--- src/rtl/rvIsaPkg.sv ---
package rvIsaPkg;

    localparam int xlen = 32;
    localparam int regAddrW = 5;

    // major opcodes handled by this pipeline
    typedef enum logic [6:0] {
        opLoad   = 7'b0000011,
        opStore  = 7'b0100011,
        opBranch = 7'b1100011,
        opOpImm  = 7'b0010011,
        opOp     = 7'b0110011,
        opLui    = 7'b0110111,
        opAuipc  = 7'b0010111
    } opcodeT;

    // branch funct3 encodings
    typedef enum logic [2:0] {
        brEq  = 3'b000,
        brNe  = 3'b001,
        brLt  = 3'b100,
        brGe  = 3'b101,
        brLtu = 3'b110,
        brGeu = 3'b111
    } branchCondT;

endpackage

--- src/rtl/pipeCtrlPkg.sv ---
package pipeCtrlPkg;

    // alu-op class from the decoder, zero is plain add
    typedef enum logic [1:0] {
        aluAdd    = 2'd0,
        aluBranch = 2'd1,
        aluReg    = 2'd2,
        aluImm    = 2'd3
    } aluOpT;

    typedef enum logic [2:0] {
        immNone = 3'd0,
        immI    = 3'd1,
        immS    = 3'd2,
        immB    = 3'd3,
        immU    = 3'd4
    } immTypeT;

    typedef enum logic [3:0] {
        fnAdd  = 4'd0,
        fnSub  = 4'd1,
        fnSll  = 4'd2,
        fnSlt  = 4'd3,
        fnSltu = 4'd4,
        fnXor  = 4'd5,
        fnSrl  = 4'd6,
        fnSra  = 4'd7,
        fnOr   = 4'd8,
        fnAnd  = 4'd9
    } aluFuncT;

endpackage

--- src/rtl/instrDecoder.sv ---
`timescale 1ns/1ps

module instrDecoder (
    input  logic [31:0]                   instr,
    output logic [rvIsaPkg::regAddrW-1:0] rs1Addr,
    output logic [rvIsaPkg::regAddrW-1:0] rs2Addr,
    output logic [rvIsaPkg::regAddrW-1:0] writeAddr,
    output logic [2:0]                    funct3,
    output logic [6:0]                    funct7,
    output logic [rvIsaPkg::xlen-1:0]     imm,
    output pipeCtrlPkg::aluOpT            aluOp,
    output logic                          aluSrc,
    output logic                          rdSrc,
    output logic                          memtoReg,
    output logic                          memWrite,
    output logic                          memRead,
    output logic                          regWrite,
    output logic                          branch
);
    import rvIsaPkg::*;
    import pipeCtrlPkg::*;

    opcodeT opcode;
    immTypeT immType;

    assign opcode = opcodeT'(instr[6:0]);

    // lui reads x0 so the alu adds the U immediate to zero
    assign rs1Addr = (opcode == opLui) ? '0 : instr[19:15];
    assign rs2Addr = instr[24:20];
    assign writeAddr = instr[11:7];
    assign funct3 = instr[14:12];
    assign funct7 = instr[31:25];

    always_comb begin
        aluOp = aluAdd;
        immType = immNone;
        aluSrc = 1'b0;
        rdSrc = 1'b0;
        memtoReg = 1'b0;
        memWrite = 1'b0;
        memRead = 1'b0;
        regWrite = 1'b0;
        branch = 1'b0;
        case (opcode)
            opLoad: begin
                immType = immI;
                aluSrc = 1'b1;
                memtoReg = 1'b1;
                memRead = 1'b1;
                regWrite = 1'b1;
            end
            opStore: begin
                immType = immS;
                aluSrc = 1'b1;
                memWrite = 1'b1;
            end
            opBranch: begin
                aluOp = aluBranch;
                immType = immB;
                branch = 1'b1;
            end
            opOpImm: begin
                aluOp = aluImm;
                immType = immI;
                aluSrc = 1'b1;
                regWrite = 1'b1;
            end
            opOp: begin
                aluOp = aluReg;
                regWrite = 1'b1;
            end
            opLui: begin
                immType = immU;
                aluSrc = 1'b1;
                regWrite = 1'b1;
            end
            opAuipc: begin
                immType = immU;
                rdSrc = 1'b1;
                regWrite = 1'b1;
            end
            // unknown opcode leaves a bubble
            default: ;
        endcase
    end

    always_comb begin
        case (immType)
            immI: imm = {{20{instr[31]}}, instr[31:20]};
            immS: imm = {{20{instr[31]}}, instr[31:25], instr[11:7]};
            immB: imm = {{19{instr[31]}}, instr[31], instr[7], instr[30:25], instr[11:8], 1'b0};
            immU: imm = {instr[31:12], 12'b0};
            default: imm = '0;
        endcase
    end

endmodule

--- src/rtl/regFile.sv ---
`timescale 1ns/1ps

module regFile (
    input  logic                          clk,
    input  logic                          reset,
    input  logic [rvIsaPkg::regAddrW-1:0] rs1Addr,
    input  logic [rvIsaPkg::regAddrW-1:0] rs2Addr,
    output logic [rvIsaPkg::xlen-1:0]     rs1Data,
    output logic [rvIsaPkg::xlen-1:0]     rs2Data,
    input  logic                          wbWe,
    input  logic [rvIsaPkg::regAddrW-1:0] wbAddr,
    input  logic [rvIsaPkg::xlen-1:0]     wbData
);
    import rvIsaPkg::*;

    // x0 has no storage
    logic [xlen-1:0] regs [1:31];

    function automatic logic [xlen-1:0] readReg(input logic [regAddrW-1:0] addr);
        if (addr == '0) begin
            return '0;
        end else if (wbWe && (wbAddr == addr)) begin
            // same-cycle write seen by the reader
            return wbData;
        end else begin
            return regs[addr];
        end
    endfunction

    always_ff @(posedge clk or posedge reset) begin
        if (reset) begin
            for (int i = 1; i < 32; i++) begin
                regs[i] <= '0;
            end
        end else if (wbWe && (wbAddr != '0)) begin
            regs[wbAddr] <= wbData;
        end
    end

    always_comb begin
        rs1Data = readReg(rs1Addr);
        rs2Data = readReg(rs2Addr);
    end

endmodule

--- src/rtl/idExeReg.sv ---
`timescale 1ns/1ps

module idExeReg (
    input  logic                          clk,
    input  logic                          reset,
    input  logic                          flush,
    input  logic [rvIsaPkg::xlen-1:0]     pc,
    input  logic [rvIsaPkg::xlen-1:0]     rs1Data,
    input  logic [rvIsaPkg::xlen-1:0]     rs2Data,
    input  logic [rvIsaPkg::xlen-1:0]     imm,
    input  logic [rvIsaPkg::regAddrW-1:0] writeAddr,
    input  logic [2:0]                    funct3,
    input  logic [6:0]                    funct7,
    input  pipeCtrlPkg::aluOpT            aluOp,
    input  logic                          aluSrc,
    input  logic                          rdSrc,
    input  logic                          memtoReg,
    input  logic                          memWrite,
    input  logic                          memRead,
    input  logic                          regWrite,
    input  logic                          branch,
    output logic [rvIsaPkg::xlen-1:0]     exePc,
    output logic [rvIsaPkg::xlen-1:0]     exeRs1Data,
    output logic [rvIsaPkg::xlen-1:0]     exeRs2Data,
    output logic [rvIsaPkg::xlen-1:0]     exeImm,
    output logic [rvIsaPkg::regAddrW-1:0] exeWriteAddr,
    output logic [2:0]                    exeFunct3,
    output logic [6:0]                    exeFunct7,
    output pipeCtrlPkg::aluOpT            exeAluOp,
    output logic                          exeAluSrc,
    output logic                          exeRdSrc,
    output logic                          exeMemtoReg,
    output logic                          exeMemWrite,
    output logic                          exeMemRead,
    output logic                          exeRegWrite,
    output logic                          exeBranch
);
    import pipeCtrlPkg::*;

    always_ff @(posedge clk or posedge reset) begin
        if (reset) begin
            exePc <= '0;
            exeRs1Data <= '0;
            exeRs2Data <= '0;
            exeImm <= '0;
            exeWriteAddr <= '0;
            exeFunct3 <= '0;
            exeFunct7 <= '0;
            exeAluOp <= aluAdd;
            exeAluSrc <= 1'b0;
            exeRdSrc <= 1'b0;
            exeMemtoReg <= 1'b0;
            exeMemWrite <= 1'b0;
            exeMemRead <= 1'b0;
            exeRegWrite <= 1'b0;
            exeBranch <= 1'b0;
        end else begin
            // flush turns the slot into an all-zero bubble
            exePc <= flush ? '0 : pc;
            exeRs1Data <= flush ? '0 : rs1Data;
            exeRs2Data <= flush ? '0 : rs2Data;
            exeImm <= flush ? '0 : imm;
            exeWriteAddr <= flush ? '0 : writeAddr;
            exeFunct3 <= flush ? '0 : funct3;
            exeFunct7 <= flush ? '0 : funct7;
            exeAluOp <= flush ? aluAdd : aluOp;
            exeAluSrc <= flush ? 1'b0 : aluSrc;
            exeRdSrc <= flush ? 1'b0 : rdSrc;
            exeMemtoReg <= flush ? 1'b0 : memtoReg;
            exeMemWrite <= flush ? 1'b0 : memWrite;
            exeMemRead <= flush ? 1'b0 : memRead;
            exeRegWrite <= flush ? 1'b0 : regWrite;
            exeBranch <= flush ? 1'b0 : branch;
        end
    end

endmodule

--- src/rtl/exeStage.sv ---
`timescale 1ns/1ps

module exeStage (
    input  logic [rvIsaPkg::xlen-1:0] exePc,
    input  logic [rvIsaPkg::xlen-1:0] exeRs1Data,
    input  logic [rvIsaPkg::xlen-1:0] exeRs2Data,
    input  logic [rvIsaPkg::xlen-1:0] exeImm,
    input  logic [2:0]                exeFunct3,
    input  logic [6:0]                exeFunct7,
    input  pipeCtrlPkg::aluOpT        exeAluOp,
    input  logic                      exeAluSrc,
    input  logic                      exeRdSrc,
    input  logic                      exeBranch,
    output logic [rvIsaPkg::xlen-1:0] exeResult,
    output logic [rvIsaPkg::xlen-1:0] exeStoreData,
    output logic [rvIsaPkg::xlen-1:0] branchTarget,
    output logic                      branchTaken
);
    import rvIsaPkg::*;
    import pipeCtrlPkg::*;

    aluFuncT aluFunc;
    logic [xlen-1:0] opA;
    logic [xlen-1:0] opB;
    logic [4:0] shamt;
    logic [xlen-1:0] aluOut;
    logic [xlen-1:0] pcPlusImm;
    logic condMet;

    // alu control
    always_comb begin
        aluFunc = fnAdd;
        case (exeAluOp)
            aluBranch: aluFunc = fnSub;
            aluReg, aluImm: begin
                case (exeFunct3)
                    // only R-type has sub, addi ignores funct7
                    3'b000: aluFunc = (exeAluOp == aluReg && exeFunct7[5]) ? fnSub : fnAdd;
                    3'b001: aluFunc = fnSll;
                    3'b010: aluFunc = fnSlt;
                    3'b011: aluFunc = fnSltu;
                    3'b100: aluFunc = fnXor;
                    3'b101: aluFunc = exeFunct7[5] ? fnSra : fnSrl;
                    3'b110: aluFunc = fnOr;
                    default: aluFunc = fnAnd;
                endcase
            end
            default: aluFunc = fnAdd;
        endcase
    end

    assign opA = exeRs1Data;
    assign opB = exeAluSrc ? exeImm : exeRs2Data;
    assign shamt = opB[4:0];

    always_comb begin
        case (aluFunc)
            fnSub: aluOut = opA - opB;
            fnSll: aluOut = opA << shamt;
            fnSlt: aluOut = {{(xlen-1){1'b0}}, $signed(opA) < $signed(opB)};
            fnSltu: aluOut = {{(xlen-1){1'b0}}, opA < opB};
            fnXor: aluOut = opA ^ opB;
            fnSrl: aluOut = opA >> shamt;
            fnSra: aluOut = $unsigned($signed(opA) >>> shamt);
            fnOr: aluOut = opA | opB;
            fnAnd: aluOut = opA & opB;
            default: aluOut = opA + opB;
        endcase
    end

    // shared by auipc and branch target
    assign pcPlusImm = exePc + exeImm;

    always_comb begin
        case (branchCondT'(exeFunct3))
            brEq: condMet = (exeRs1Data == exeRs2Data);
            brNe: condMet = (exeRs1Data != exeRs2Data);
            brLt: condMet = ($signed(exeRs1Data) < $signed(exeRs2Data));
            brGe: condMet = ($signed(exeRs1Data) >= $signed(exeRs2Data));
            brLtu: condMet = (exeRs1Data < exeRs2Data);
            brGeu: condMet = (exeRs1Data >= exeRs2Data);
            default: condMet = 1'b0;
        endcase
    end

    assign exeResult = exeRdSrc ? pcPlusImm : aluOut;
    assign exeStoreData = exeRs2Data;
    assign branchTarget = pcPlusImm;
    assign branchTaken = exeBranch && condMet;

endmodule

--- src/rtl/decodeExecuteTop.sv ---
`timescale 1ns/1ps

module decodeExecuteTop (
    input  logic                          clk,
    input  logic                          reset,
    input  logic [31:0]                   instr,
    input  logic [rvIsaPkg::xlen-1:0]     pc,
    input  logic                          flush,
    input  logic                          wbWe,
    input  logic [rvIsaPkg::regAddrW-1:0] wbAddr,
    input  logic [rvIsaPkg::xlen-1:0]     wbData,
    output logic [rvIsaPkg::xlen-1:0]     exeResult,
    output logic [rvIsaPkg::xlen-1:0]     exeStoreData,
    output logic [rvIsaPkg::regAddrW-1:0] exeWriteAddr,
    output logic [2:0]                    exeFunct3,
    output logic                          exeRegWrite,
    output logic                          exeMemRead,
    output logic                          exeMemWrite,
    output logic                          exeMemtoReg,
    output logic                          branchTaken,
    output logic [rvIsaPkg::xlen-1:0]     branchTarget
);
    import rvIsaPkg::*;
    import pipeCtrlPkg::*;

    // decode side
    logic [regAddrW-1:0] rs1Addr;
    logic [regAddrW-1:0] rs2Addr;
    logic [regAddrW-1:0] writeAddr;
    logic [2:0] funct3;
    logic [6:0] funct7;
    logic [xlen-1:0] imm;
    logic [xlen-1:0] rs1Data;
    logic [xlen-1:0] rs2Data;
    aluOpT aluOp;
    logic aluSrc;
    logic rdSrc;
    logic memtoReg;
    logic memWrite;
    logic memRead;
    logic regWrite;
    logic branch;

    // execute side
    logic [xlen-1:0] exePc;
    logic [xlen-1:0] exeRs1Data;
    logic [xlen-1:0] exeRs2Data;
    logic [xlen-1:0] exeImm;
    logic [6:0] exeFunct7;
    aluOpT exeAluOp;
    logic exeAluSrc;
    logic exeRdSrc;
    logic exeBranch;

    instrDecoder uDecoder (
        .instr(instr),
        .rs1Addr(rs1Addr),
        .rs2Addr(rs2Addr),
        .writeAddr(writeAddr),
        .funct3(funct3),
        .funct7(funct7),
        .imm(imm),
        .aluOp(aluOp),
        .aluSrc(aluSrc),
        .rdSrc(rdSrc),
        .memtoReg(memtoReg),
        .memWrite(memWrite),
        .memRead(memRead),
        .regWrite(regWrite),
        .branch(branch)
    );

    regFile uRegFile (
        .clk(clk),
        .reset(reset),
        .rs1Addr(rs1Addr),
        .rs2Addr(rs2Addr),
        .rs1Data(rs1Data),
        .rs2Data(rs2Data),
        .wbWe(wbWe),
        .wbAddr(wbAddr),
        .wbData(wbData)
    );

    idExeReg uIdExe (
        .clk(clk),
        .reset(reset),
        .flush(flush),
        .pc(pc),
        .rs1Data(rs1Data),
        .rs2Data(rs2Data),
        .imm(imm),
        .writeAddr(writeAddr),
        .funct3(funct3),
        .funct7(funct7),
        .aluOp(aluOp),
        .aluSrc(aluSrc),
        .rdSrc(rdSrc),
        .memtoReg(memtoReg),
        .memWrite(memWrite),
        .memRead(memRead),
        .regWrite(regWrite),
        .branch(branch),
        .exePc(exePc),
        .exeRs1Data(exeRs1Data),
        .exeRs2Data(exeRs2Data),
        .exeImm(exeImm),
        .exeWriteAddr(exeWriteAddr),
        .exeFunct3(exeFunct3),
        .exeFunct7(exeFunct7),
        .exeAluOp(exeAluOp),
        .exeAluSrc(exeAluSrc),
        .exeRdSrc(exeRdSrc),
        .exeMemtoReg(exeMemtoReg),
        .exeMemWrite(exeMemWrite),
        .exeMemRead(exeMemRead),
        .exeRegWrite(exeRegWrite),
        .exeBranch(exeBranch)
    );

    exeStage uExe (
        .exePc(exePc),
        .exeRs1Data(exeRs1Data),
        .exeRs2Data(exeRs2Data),
        .exeImm(exeImm),
        .exeFunct3(exeFunct3),
        .exeFunct7(exeFunct7),
        .exeAluOp(exeAluOp),
        .exeAluSrc(exeAluSrc),
        .exeRdSrc(exeRdSrc),
        .exeBranch(exeBranch),
        .exeResult(exeResult),
        .exeStoreData(exeStoreData),
        .branchTarget(branchTarget),
        .branchTaken(branchTaken)
    );

endmodule

--- config.mk ---
export PLATFORM = sky130hd
export DESIGN_NAME = decodeExecuteTop
export DESIGN_NICKNAME = d
export VERILOG_FILES = /design/src/rtl/rvIsaPkg.sv /design/src/rtl/pipeCtrlPkg.sv /design/src/rtl/instrDecoder.sv /design/src/rtl/regFile.sv /design/src/rtl/idExeReg.sv /design/src/rtl/exeStage.sv /design/src/rtl/decodeExecuteTop.sv
export SDC_FILE = /design/constraint.sdc
export NUM_CORES = 2
export LEC_CHECK = 0
export BUFFER_PORTS_ARGS = -buffer_cell sky130_fd_sc_hd__buf_2
export CORE_MARGIN = 5
export CORE_UTILIZATION = 55
export CTS_BUF_LIST = sky130_fd_sc_hd__clkbuf_8 sky130_fd_sc_hd__clkbuf_16
export DETAILED_ROUTE_END_ITERATION = 8
export GPL_ROUTABILITY_DRIVEN = 0
export PLACE_DENSITY = 0.72
export SETUP_SLACK_MARGIN = 0.05
export SLEW_MARGIN = 10
export SYNTH_ARGS = -nofsm -noshare
export SYNTH_HDL_FRONTEND = slang
export SYNTH_HIERARCHICAL = 1
export SYNTH_SLANG_ARGS = --single-unit
export TNS_END_PERCENT = 5
--- constraint.sdc ---
create_clock -name clk -period 38 [get_ports clk]
set_input_delay 1.9 -clock clk [delete_from_list [all_inputs] [get_ports clk]]
set_output_delay 1.9 -clock clk [all_outputs]
set_load 0.005 [all_outputs]
# ---- After elaboration in Yosys (flattened, before gate mapping)
# Index checks and enable logic that the tools add are counted.
dict set report totals {
  wordCells 161
  out_inout_bits 109
  register_bits 1142
}
dict set report op_classes {
  shifts 3
  order_cmp 10
  n_bitwise 6
  n_reduce_logical 15
  n_mux 45
  add_sub_neg 3
  eq_ne 34
}
# op n
set op_table {}
lappend op_table {{992-bit bitwise mux} 1}
lappend op_table {{32-bit two-way mux} 15}
lappend op_table {{32-bit binary-select mux with 5-bit select} 2}
lappend op_table {{32-bit case mux with 9 select lines} 1}
lappend op_table {{32-bit demux with 5-bit select} 1}
lappend op_table {{32-bit less-than comparator} 4}
lappend op_table {{32-bit case mux with 4 select lines} 1}
lappend op_table {{32-bit adder} 2}
lappend op_table {{32-bit greater-or-equal comparator} 2}
lappend op_table {{32-bit bitwise AND} 1}
lappend op_table {{32-bit equality test} 1}
lappend op_table {{32-bit != test} 1}
lappend op_table {{32-bit bitwise OR} 1}
lappend op_table {{32-bit by 5-bit << shifter with 32-bit output} 1}
lappend op_table {{32-bit by 5-bit >> shifter with 32-bit output} 1}
lappend op_table {{32-bit by 5-bit >>> shifter with 32-bit output} 1}
lappend op_table {{32-bit subtractor} 1}
lappend op_table {{32-bit bitwise XOR} 1}
lappend op_table {{4-bit case mux with 7 select lines} 1}
lappend op_table {{7-bit by 6-bit equality test with 1-bit output, second input constant} 3}
lappend op_table {{6-bit greater-or-equal comparator, second input constant} 3}
lappend op_table {{5-bit NOT with 6-bit output} 3}
lappend op_table {{4-bit by 3-bit equality test with 1-bit output, second input constant} 4}
lappend op_table {{3-bit equality test, second input constant} 5}
lappend op_table {{other kinds (28)} 59}

# ---- Logic depth before layout (Yosys ltp)
dict set report logic_depth {
  ltp_word 9
  ltp_mapped 19
  mapped_depth_nobuf 14
}

# ---- Cells and area by module
# Netlist, hierarchy kept.
# mod area_each_um2 instances seq_area_each_um2 cells_per_inst
set modules_own_cells {}
lappend modules_own_cells {regFile 53586.4 1 24823.8 3663}
lappend modules_own_cells {exeStage 12239.2 1 0.0 1806}
lappend modules_own_cells {idExeReg 4858.4 1 3803.6 321}
lappend modules_own_cells {instrDecoder 665.6 1 0.0 99}

# ---- Worst setup path before layout
# OpenSTA, ideal clock, no wires.
dict set report synth_timing {
  path_type {reg-to-output}
  start {register uIdExe.exeAluSrc}
  end {output port exeResult[15] in the netlist's numbering}
  setup_slack_ps 32197
  required_time_ps 36100
  t_arrival_ps 3903
  path_stages_with_launch 18
  path_cell_list {dfrtp_1 > buf_4 > o21a_1 > clkbuf_1 > inv_1 > buf_2 > buf_1 > buf_2 > ha_1 > clkbuf_1 > o211ai_1 > o21ai_0 > o221a_2 > a31o_2 > or2_2 > a221o_1 > a221oi_1 > nor2_1}
}
dict set report synth_via {
  elab_chain_cells 4
}
# item line
set synth_lines {}
lappend synth_lines {{from (decl)} idExeReg.sv:30} ;# output logic exeAluSrc,
lappend synth_lines {{from (signal assigned)} idExeReg.sv:67} ;# exeAluSrc <= flush ? 1'b0 : aluSrc;
lappend synth_lines {{32-bit two-way mux (*)} exeStage.sv:53} ;# assign opB = exeAluSrc ? exeImm : exeRs2Data;
lappend synth_lines {{32-bit adder, or another cell as far along} exeStage.sv:67} ;# default: aluOut = opA + opB;
lappend synth_lines {{32-bit case mux with 9 select lines (*)} exeStage.sv:57} ;# case (aluFunc)
lappend synth_lines {{32-bit two-way mux (*)} exeStage.sv:86} ;# assign exeResult = exeRdSrc ? pcPlusImm : aluOut;
lappend synth_lines {{to (decl)} decodeExecuteTop.sv:12} ;# output logic [rvIsaPkg::xlen-1:0] exeResult,
# Mark *: on every way between the ends. The rest lies on a longest branch, timed or not.

# ---- Final worst setup path
dict set report layout_timing {
  start {register uIdExe.exeAluSrc}
  end {output port exeResult[22] in the netlist's numbering}
}
# Same word-level chain as after synthesis.

==> summary by stage <==
Clock network
The cts-stage hold buffer count is 0. The later pin in the worst-skew pair is clocked with a latency of around 0.81 ns. In this run the number of H-tree levels came out at 3. The deepest clock path buffer count is 3. TritonCTS built the clock tree. After clock tree synthesis, the setup repair step added 0 buffers. The clock net sink count is ~1100. Clock tree synthesis inserted a total of roughly 120 buffers. Clock tree synthesis selected as its root buffer the cell sky130_fd_sc_hd__clkbuf_16. After clock tree synthesis, the repair step resized 0 gates.

After clock tree synthesis, the clock-pin slew on the worst setup and hold paths is 0.07 ns.

Worst setup path
The critical path buffer and inverter count is 5. The maximum net fanout on the critical path is 65. The arrival time at the worst endpoint is between 6 and 7 ns. The type of the setup path with the least slack is reg2out. The family with the most delay on the worst path is compound AO/OA/AOI/OAI gates. The critical path goes through buf_4 -> mux2i_4 -> buf_4 -> inv_2 -> ha_1 -> inv_1 -> fa_1 -> nor2b_1 -> o21ai_0 -> a311oi_1 -> o311ai_0 -> o211ai_1 -> xnor2_1 -> a221oi_1 -> o211ai_1 -> o21a_1 -> buf_2. The element type at the critical path start is a flop. The largest incremental delay on the critical path is approximately 0.65 ns. The kind of end point of the critical path is a primary output. At the worst endpoint, the required time is 36.10 ns. The critical path's slowest cell is sky130_fd_sc_hd__a311oi_1.

Power
The completed layout was analyzed and its total power is about 3800 uW. The internal power of the cells is 2630 uW. The share of total power dissipated in sequential elements is 0.423. The areal power density over the cells is 49.5 nW/um^2.

The analysis attributes to cell leakage a power of roughly 0.034 uW. The switching power total is about 1200 uW. The combinational fraction of design power is 0.256. Of the total power, the share spent switching nets is 0.309. The worst supply voltage drop on vdd is roughly 41 uV. The proportion of power drawn by the clock network is 0.321.

Timing
Measured against its own limit, the worst slew margin works out to 0.226. Setup repair after global routing left no endpoint under its margin. The smallest hold slack is 0.510 ns. Setup violations remaining at the end of the flow were counted as 0. The count of pins over their slew limit was 0. For the pin with the worst max-slew slack, the measured transition is ~1.2 ns. The setup TNS is 0 ns. In the finished design, the share of the clock period the worst path needs comes to 0.217.

The worst setup margin is between 20 and 30 ns. The maximum clock skew at final layout is around 0.093 ns. For this run, the top clock speed supported by timing is between 100 and 150 MHz. The count of endpoints failing hold in the final timing report was 0.

The minimum period implied by the final worst setup slack is 8.24 ns.

Yosys
Synthesis produced a netlist with a net count of approximately 6100. The synthesized netlist occupies a cell area of 71100 sq um. The count of mapped cells out of synthesis is 5871. The average instance area after synthesis is 12.1 sq um. The count of synthesis-stage warnings from yosys is 6.

Worst hold path
The tightest min-delay check is of the reg2reg type.

Placed design
Before CTS, the worst setup slack after placement is 30.74 ns. The number of I/O port buffers is around 210. Summed over all nets, the half-perimeter wirelength after detailed placement is roughly 160000 um.

Global routing
For this run, the total global-route usage over all layers was measured as 0.358. Entering global routing, the biggest net connects ~160 pins. The number of global-route vias before repair is 53800.

The first global-routing pass estimated 364000 um of wire. The initial antenna violation count was 27. The overall overflow remaining after global route is 0.

Routing
The antenna violation net count after detailed routing is 0. The via count is ~54000. After the first detailed-routing iteration, the DRC count stood at about 7500. The pre-antenna-repair detailed-routing pass consisted of 9 iterations. After detailed routing, the number of remaining DRC violations is 31. After detailed routing, the average wire length per cell comes to between 30 and 40 um. The average vias per placed instance is 7.11.

The total wirelength of the detailed-routed design is between 200000 and 250000 um.

Layout
After the last flow step, the layout net total stands at between 6000 and 7000. Of the cells placed in the final design, the portion with a size suffix greater than 1 is 0.351. The core occupancy in the finished layout is 0.597. From synthesis to final layout, the design area changed by 8.27%.

Die
The area inside the core boundary is roughly 130000 sq um. The row count is 132. The die extent in y is about 370 um. The initial core utilization is 0.551. The width of the die is 370 um. The floorplan step defined a die boundary enclosing 137000 sq um. 214 I/O pins were placed.

Outcome
The run finished, with violations left. The checks that failed: design-rule violations.

Run
The count of maximum capacitance violations is 0.
worst paths after layout:
path	startpoint	to	slack [ns]	cells after the start
min in group asynchronous	reset	uIdExe/exeRs2Data[23]$_DFF_PP0_	1.35	2
min reg2reg	uRegFile/regs[609]$_DFFE_PP0P_	uRegFile/regs[609]$_DFFE_PP0P_	0.51	1
min	uRegFile/regs[609]$_DFFE_PP0P_	uRegFile/regs[609]$_DFFE_PP0P_	0.51	1
max in group asynchronous	reset	uRegFile/regs[748]$_DFFE_PP0P_	32.01	7
max	uIdExe/exeAluSrc$_DFF_PP0_	exeResult[22]	29.76	17
max reg2reg	uRegFile/regs[324]$_DFFE_PP0P_	uIdExe/exeRs2Data[4]$_DFF_PP0_	35.56	6
flip-flops by register name (all words and copies together) (netlist names):
signal               count
uIdExe/exeAluOp          2
uIdExe/exeAluSrc         1
uIdExe/exeBranch         1
uIdExe/exeFunct3         3
uIdExe/exeFunct7         1
uIdExe/exeImm           32
uIdExe/exeMemRead        1
uIdExe/exeMemWrite       1
uIdExe/exeMemtoReg       1
uIdExe/exePc            32
uIdExe/exeRdSrc          1
uIdExe/exeRegWrite       1
uIdExe/exeRs1Data       32
uIdExe/exeRs2Data       32
uIdExe/exeWriteAddr      5
uRegFile/regs          992
routing by layer:
layer	global-route usage	wire length (um)
met4	0.214	18500
met5	0.00392	223
met3	0.109	28600
met1	0.453	89400
met2	0.544	111000
power by group through the flow:
stage / Sequential [uW] / Clock, uW / Combinational, uW
2_1_floorplan: 1560 / 0 / 734
3_3_place_gp: 1600 / 0 / 922
3_5_place_dp: 1620 / 0 / 944
4_1_cts: 1600 / 1240 / 950
5_1_grt: 1630 / 1290 / 1030
6_report: 1610 / 1220 / 974
final cells by class:
| cell class | instances | area, sq um |
|---|---|---|
| well taps | 1742 | 2180 |
| inverters | 145 | 557 |
| clock inverters | 70 | 779 |
| diodes | 17 | 42.5 |
| clock buffers | 147 | 3390 |
| repair buffers | 334 | 2070 |
| fillers | 10200 | 52000 |
| flip-flops and latches | 1138 | 28500 |
| multi-input cells | 4004 | 39500 |
cells in the final DEF (no fill, tap or decap), types with 26 or more instances in the layout:
cell type / count
sky130_fd_sc_hd__o21ai_1: 33
sky130_fd_sc_hd__inv_1: 164
sky130_fd_sc_hd__nor4_1: 27
sky130_fd_sc_hd__mux2_1: 102
sky130_fd_sc_hd__buf_4: 118
sky130_fd_sc_hd__a22oi_1: 40
sky130_fd_sc_hd__o21a_1: 46
sky130_fd_sc_hd__mux2_2: 991
sky130_fd_sc_hd__clkbuf_16: 121
sky130_fd_sc_hd__nor2b_1: 171
sky130_fd_sc_hd__nand3_1: 69
sky130_fd_sc_hd__mux2i_1: 234
sky130_fd_sc_hd__dfrtp_1: 1137
sky130_fd_sc_hd__mux4_2: 441
sky130_fd_sc_hd__a31oi_1: 38
sky130_fd_sc_hd__nand2_1: 210
sky130_fd_sc_hd__o211ai_1: 57
sky130_fd_sc_hd__buf_2: 208
sky130_fd_sc_hd__a22o_1: 49
sky130_fd_sc_hd__o21ai_0: 140
sky130_fd_sc_hd__nor3_1: 77
sky130_fd_sc_hd__clkbuf_8: 26
sky130_fd_sc_hd__a221oi_1: 55
sky130_fd_sc_hd__a21oi_1: 217
sky130_fd_sc_hd__a21o_1: 56
sky130_fd_sc_hd__a221o_1: 42
sky130_fd_sc_hd__xnor2_1: 44
sky130_fd_sc_hd__ha_1: 161
sky130_fd_sc_hd__o22ai_1: 77
sky130_fd_sc_hd__nor2_1: 232
metrics by stage:
step / area (sq um) / cells
6_report: 77000 / 7597
3_3_place_gp: 72800 / 7363
3_5_place_dp: 72800 / 7363
4_1_cts: 76900 / 7580
5_1_grt: 77000 / 7585
2_1_floorplan: 71100 / 5871
Note: power is estimated with default switching activity, not from simulation.
